**src/hw/dcache_pkg.sv**
```systemverilog
// cache geometry, vector types, operation encoding and address helpers
`default_nettype none

package dcache_pkg;

  // two ways, 256 sets of one word each
  localparam int WAY_CNT = 2;
  localparam int IDX_LEN = 8;
  localparam int TAG_LEN = 22;
  localparam int SET_CNT = 1 << IDX_LEN;

  typedef logic [31:0] addr_t;
  typedef logic [31:0] word_t;
  typedef logic [3:0] strobe_t;
  typedef logic [IDX_LEN-1:0] idx_t;
  typedef logic [TAG_LEN-1:0] tag_t;

  // valid bit on top of the tag
  typedef logic [TAG_LEN:0] tag_entry_t;

  // one-hot way mask
  typedef logic [WAY_CNT-1:0] way_t;

  typedef enum logic [1:0] {
    OP_READ  = 2'd0,
    OP_WRITE = 2'd1,
    OP_INV   = 2'd2
  } op_e;

  // set index from word address bits
  function automatic idx_t get_idx(input addr_t addr);
    return addr[IDX_LEN+1:2];
  endfunction

  function automatic tag_t get_tag(input addr_t addr);
    return addr[31:32-TAG_LEN];
  endfunction

endpackage

`default_nettype wire

```
**src/hw/dcache_wport.sv**
```systemverilog
// write port: tag sweep, hit writes, refill, invalidate and memory sequencer
`timescale 1ns/1ps
`default_nettype none

module dcache_wport (
  input  wire                                         clk,
  input  wire                                         rst_n,
  input  wire                                         rf_req_i,
  input  wire                                         unc_rd_i,
  input  wire                                         unc_wr_i,
  input  wire                                         inv_req_i,
  input  wire dcache_pkg::way_t                       hit_wr_i,
  input  wire dcache_pkg::addr_t                      wp_addr_i,
  input  wire dcache_pkg::word_t                      wp_wdata_i,
  input  wire dcache_pkg::strobe_t                    wp_strobe_i,
  output logic                                        wp_done_o,
  output dcache_pkg::word_t                           wp_rdata_o,
  output dcache_pkg::strobe_t [dcache_pkg::WAY_CNT-1:0] data_we_o,
  output dcache_pkg::idx_t                            data_waddr_o,
  output dcache_pkg::word_t                           data_wdata_o,
  output dcache_pkg::way_t                            tag_we_o,
  output dcache_pkg::idx_t                            tag_waddr_o,
  output dcache_pkg::tag_entry_t                      tag_wdata_o,
  output logic                                        init_busy_o,
  output logic                                        mem_req_o,
  output logic                                        mem_we_o,
  output dcache_pkg::addr_t                           mem_addr_o,
  output dcache_pkg::word_t                           mem_wdata_o,
  output dcache_pkg::strobe_t                         mem_strb_o,
  input  wire                                         mem_ack_i,
  input  wire dcache_pkg::word_t                      mem_rdata_i
);

  typedef enum logic [2:0] {SWEEP, IDLE, MEM_RD, MEM_WR, FILL, INV, DONE} state_e;

  state_e state_q, state_d;
  dcache_pkg::idx_t sweep_q;
  dcache_pkg::idx_t idx;
  dcache_pkg::way_t victim;
  dcache_pkg::word_t rdata_q;

  // one round-robin bit per set picks the refill way
  logic [dcache_pkg::SET_CNT-1:0] rr_q;

  assign idx = dcache_pkg::get_idx(wp_addr_i);
  assign victim = dcache_pkg::way_t'(1) << rr_q[idx];

  always_comb begin
    state_d = state_q;
    case (state_q)
      SWEEP: begin
        if (sweep_q == '1) begin
          state_d = IDLE;
        end
      end
      IDLE: begin
        if (rf_req_i || unc_rd_i) begin
          state_d = MEM_RD;
        end else if (unc_wr_i) begin
          state_d = MEM_WR;
        end else if (inv_req_i) begin
          state_d = INV;
        end
      end
      MEM_RD: begin
        if (mem_ack_i) begin
          state_d = rf_req_i ? FILL : DONE;
        end
      end
      MEM_WR: begin
        if (mem_ack_i) begin
          state_d = DONE;
        end
      end
      FILL, INV: state_d = DONE;
      default: state_d = IDLE;
    endcase
  end

  always_ff @(posedge clk) begin
    if (!rst_n) begin
      state_q <= SWEEP;
      sweep_q <= '0;
    end else begin
      state_q <= state_d;
      if (state_q == SWEEP) begin
        sweep_q <= sweep_q + 1'b1;
      end
    end
  end

  always_ff @(posedge clk) begin
    if (state_q == SWEEP) begin
      rr_q[sweep_q] <= 1'b0;
    end else if (state_q == FILL) begin
      rr_q[idx] <= ~rr_q[idx];
    end
    if (state_q == MEM_RD && mem_ack_i) begin
      rdata_q <= mem_rdata_i;
    end
  end

  // single RAM write port, shared by all sequences
  always_comb begin
    data_we_o = '0;
    data_waddr_o = idx;
    data_wdata_o = (state_q == FILL) ? rdata_q : wp_wdata_i;
    tag_we_o = '0;
    tag_waddr_o = (state_q == SWEEP) ? sweep_q : idx;
    tag_wdata_o = '0;
    case (state_q)
      SWEEP, INV: tag_we_o = '1;
      IDLE: begin
        // hit update lands with the first request cycle
        if (unc_wr_i) begin
          for (int w = 0; w < dcache_pkg::WAY_CNT; w++) begin
            if (hit_wr_i[w]) begin
              data_we_o[w] = wp_strobe_i;
            end
          end
        end
      end
      FILL: begin
        for (int w = 0; w < dcache_pkg::WAY_CNT; w++) begin
          if (victim[w]) begin
            data_we_o[w] = '1;
          end
        end
        tag_we_o = victim;
        tag_wdata_o = {1'b1, dcache_pkg::get_tag(wp_addr_i)};
      end
      default: ;
    endcase
  end

  assign mem_req_o = state_q == MEM_RD || state_q == MEM_WR;
  assign mem_we_o = state_q == MEM_WR;
  assign mem_addr_o = wp_addr_i;
  assign mem_wdata_o = wp_wdata_i;
  // reads always fetch the whole word
  assign mem_strb_o = mem_we_o ? wp_strobe_i : '1;
  assign wp_done_o = state_q == DONE;
  assign wp_rdata_o = rdata_q;
  assign init_busy_o = state_q == SWEEP;

endmodule

`default_nettype wire

```
**config.mk**
```make
export PLATFORM = sky130hd
export DESIGN_NAME = dcache_wport
export DESIGN_NICKNAME = d
export VERILOG_FILES = /design/src/hw/dcache_pkg.sv /design/src/hw/dcache_wport.sv
export SDC_FILE = /design/constraint.sdc
export NUM_CORES = 1
export LEC_CHECK = 0
export BUFFER_PORTS_ARGS = -buffer_cell sky130_fd_sc_hd__clkbuf_2
export CAP_MARGIN = 20
export CELL_PAD_IN_SITES_DETAIL_PLACEMENT = 1
export CELL_PAD_IN_SITES_GLOBAL_PLACEMENT = 2
export CORE_ASPECT_RATIO = 0.6
export CORE_MARGIN = 10
export CORE_UTILIZATION = 30
export CTS_CLUSTER_DIAMETER = 200
export DETAILED_ROUTE_END_ITERATION = 12
export PLACE_DENSITY = 0.69
export SYNTH_ARGS = -nofsm -noshare
export SYNTH_HDL_FRONTEND = slang
export SYNTH_SLANG_ARGS = --single-unit
```
**constraint.sdc**
```tcl
create_clock -name clk -period 6.71 [get_ports clk]
set_input_delay 2.013 -clock clk [delete_from_list [all_inputs] [get_ports clk]]
set_output_delay 2.013 -clock clk [all_outputs]
set_load 0.01 [all_outputs]
```
==> flow_metrics.tcl <==
set metrics [dict create \
    status "finished, final reports clean" \
    crit_path_frequent_cell "a32oi_2" \
    synth_cells 2259 \
    drc 0 \
    max_cap_violations 0 \
    drt-initial-drc-count 3028 \
    cts-root-buf "clkbuf_16" \
    ys.flop_type "edfxtp_1" \
    synth_top_family_by_area "compound AO/OA/AOI/OAI gates" \
    grt_max_degree 96 \
    via_per_inst 6.26 \
    crit_slowest_cell "buf_4" \
    timing.hold.ws_ps 529 \
    cts_tree "built" \
    die_h_um 221 \
    multi_input_area_sq_um 9780 \
    netlist.top_cell.by_area "edfxtp_1" \
    ys_seq_area_frac 0.439 \
    cp_num_cells 11 \
    synth_nets 2372 \
    cts_resized 0 \
    yosys-mux-area-fraction 0.0770 \
    syn_to_final_growth_pct 15.2 \
    synth_edf_count 288 \
    slew_headroom 0.190 \
    pre_cts_slack_ps 8.36 \
    synth_compound_area_frac 0.232 \
    p_total_mw 10.2 \
    clockBufferDepth 3 \
    wl_per_cell_um 32.5 \
    place_congestion 0.953 \
    io_pins 294 \
    skew_ps 30.6 \
    register_area_sq_um 8870 \
    cts_made_buffers 35 \
    die_area_sq_um 78400 \
    final_common_cell "nand2_1" \
    crit_arrival_ps 4570 \
    synthXorXnorAreaFrac 0.00260 \
    crit_family "buffers and inverters" \
    post_cts_buffers 0 \
    final_nets 2467 \
    crit_path_start_kind "primary input" \
    fp.coreArea_sq_um 66400 \
    period_share 0.982 \
    cp-end-kind "primary output" \
    worst_pin_slew_ps 1210 \
    grtUsageTotal 0.259 \
    synth_area_sq_um 20200 \
    final_hold_viol_count 0 \
    yosysUniqueCellTypes 56 \
    rsz0062_at_grt "no" \
    r2r.worst_path.cells 5 \
    fmax_mhz 152 \
    synthSimpleGateAreaFrac 0.164 \
    fp.dieW_um 355 \
    fillers 7768 \
    fin_setup_tns_ps 0 \
    hold_path_depth 2 \
    worstSetupPathType "primary input to primary output" \
    cp_max_fo 20 \
    worstSkewPairLatency_ps 580 \
    power_density_nw_per_um2 439 \
    maxSlewViolCount 0 \
    p_leak_nw 8.05 \
    period_minus_slack_ps 6590 \
    syn_area_per_cell_sq_um 8.94 \
    irDropWorstVdd_v 0.000236 \
    num_vias 20600 \
    ant_nets 0 \
    max_stage_delay_ps 380 \
    core.rowCount 73 \
    grt_pass1_wl_um 153000 \
    grt_pass1_vias 20100 \
    cp.required_ps 4700 \
    clock_sinks 299 \
    drive_above_1_share 0.218 \
    start_util 0.304 \
    ys_top_cells_by_area "edfxtp_1 43%, nand2_1 9.6%, a21oi_1 6.6%, mux4_2 5.8%, o211ai_1 4.2%" \
    antenna_found_initial 7 \
    synth_fa_ha_area_frac 0.00248 \
    setup_viol 0 \
    cp_cell_sequence "clkbuf_4 > buf_4 > mux4_2 > mux2i_1 > a221oi_1 > a32oi_2 > and2_1 > a32oi_2 > buf_12 > a22o_1 > clkbuf_2" \
    portBuffers 289 \
    layout_common_cells "515 x nand2_1, 288 x edfxtp_1, 286 x clkbuf_2, 266 x a21oi_1, 131 x o21ai_0" \
    detailed_place_hpwl_um 75600 \
    grt_overflow_total 0 \
    path_clk_slew_ps 60 \
    yosys.area.top_type_share 0.428 \
    yosysWarningCount 0 \
    ys_ff_latch 299 \
    worst_slack_ps 123 \
    path_buf_inv 4 \
    cts_hold_buf 0 \
    wirelength_um 107000 \
    synthArstFlopShare 0 \
    htree_levels 2 \
    min_path_type "flip-flop to flip-flop" \
    dr.pass1.iters 6 \
    utilization 0.350 \
]
[area by class of cell]
type / count / area share
multi-input combinational: 1624 / 0.421
sequential: 299 / 0.382
timing repair buffer: 384 / 0.100
tap: 900 / 0.0484
clock buffer: 43 / 0.0390
clock inverter: 20 / 0.00759
inverter: 10 / 0.00183
antenna: 3 / 0.000323
[kinds of logic after synthesis]
| group | count (synthesis) |
|---|---|
| multiplexers | 87 |
| adder cells (fa/ha/maj) | 4 |
| buffers and inverters | 336 |
| flip-flops | 299 |
| AO/OA/AOI/OAI | 755 |
| XOR/XNOR | 6 |
| AND/OR/NAND/NOR | 772 |
[cells in the mapped netlist (12+ instances only)]
master and n:
a21oi_1 266, a32o_1 16, and2_1 44, buf_2 12
buf_4 83, clkbuf_1 216, edfxtp_1 288, mux2i_1 33
mux4_2 52, nand2_1 515, nand2b_1 16, nand3_1 79
nor2_1 56, nor2b_1 15, nor3_1 12, o211ai_1 114
o21ai_0 131, o22ai_1 64, o31ai_1 114
[worst reg2reg max path, stage by stage, from the launching register on]
cell and delay, ps:
dfxtp_1 590, or3_4 560, buf_4 540, buf_4 490, nand2_1 650, o31ai_1 440
[power breakdown]
part	internal, mW	switching [mW]
sequential	3.39	0.920
combinational	1.42	2.48
clock	1.08	0.901
[stage by stage]
step	instances	area, sq um
after global placement	3211	22000
after floorplan	2259	20200
after detailed placement	3213	22000
final	3283	23200
after global routing	3280	23200
after CTS	3276	23100
[per-layer routing]
metal / up-vias / wire [um] / track usage
met3: 134 / 15100 / 0.0941
met5: - / 18 / 0
met2: 1367 / 42400 / 0.347
li1: 8479 / - / -
met1: 10600 / 47400 / 0.392
met4: 2 / 1830 / 0.0468
[state kept, by name, summed over array words and instances (netlist names)]
| signal | cells |
|---|---|
| wp_rdata_o | 32 |
| state_q | 3 |
| sweep_q | 8 |
| rr_q | 256 |
[final timing paths]
kind | to | slack, ps | start
hold reg to reg | sweep_q[1]$_SDFFE_PN0P_ | 530 | sweep_q[1]$_SDFFE_PN0P_
hold / removal | sweep_q[1]$_SDFFE_PN0P_ | 530 | sweep_q[1]$_SDFFE_PN0P_
setup / recovery | data_we_o[4] | 120 | wp_addr_i[5]
setup reg to reg | rr_q[51]$_DFFE_PP_ | 3270 | state_q[0]$_SDFFE_PN0P_
(Power assumes the default switching activity.)
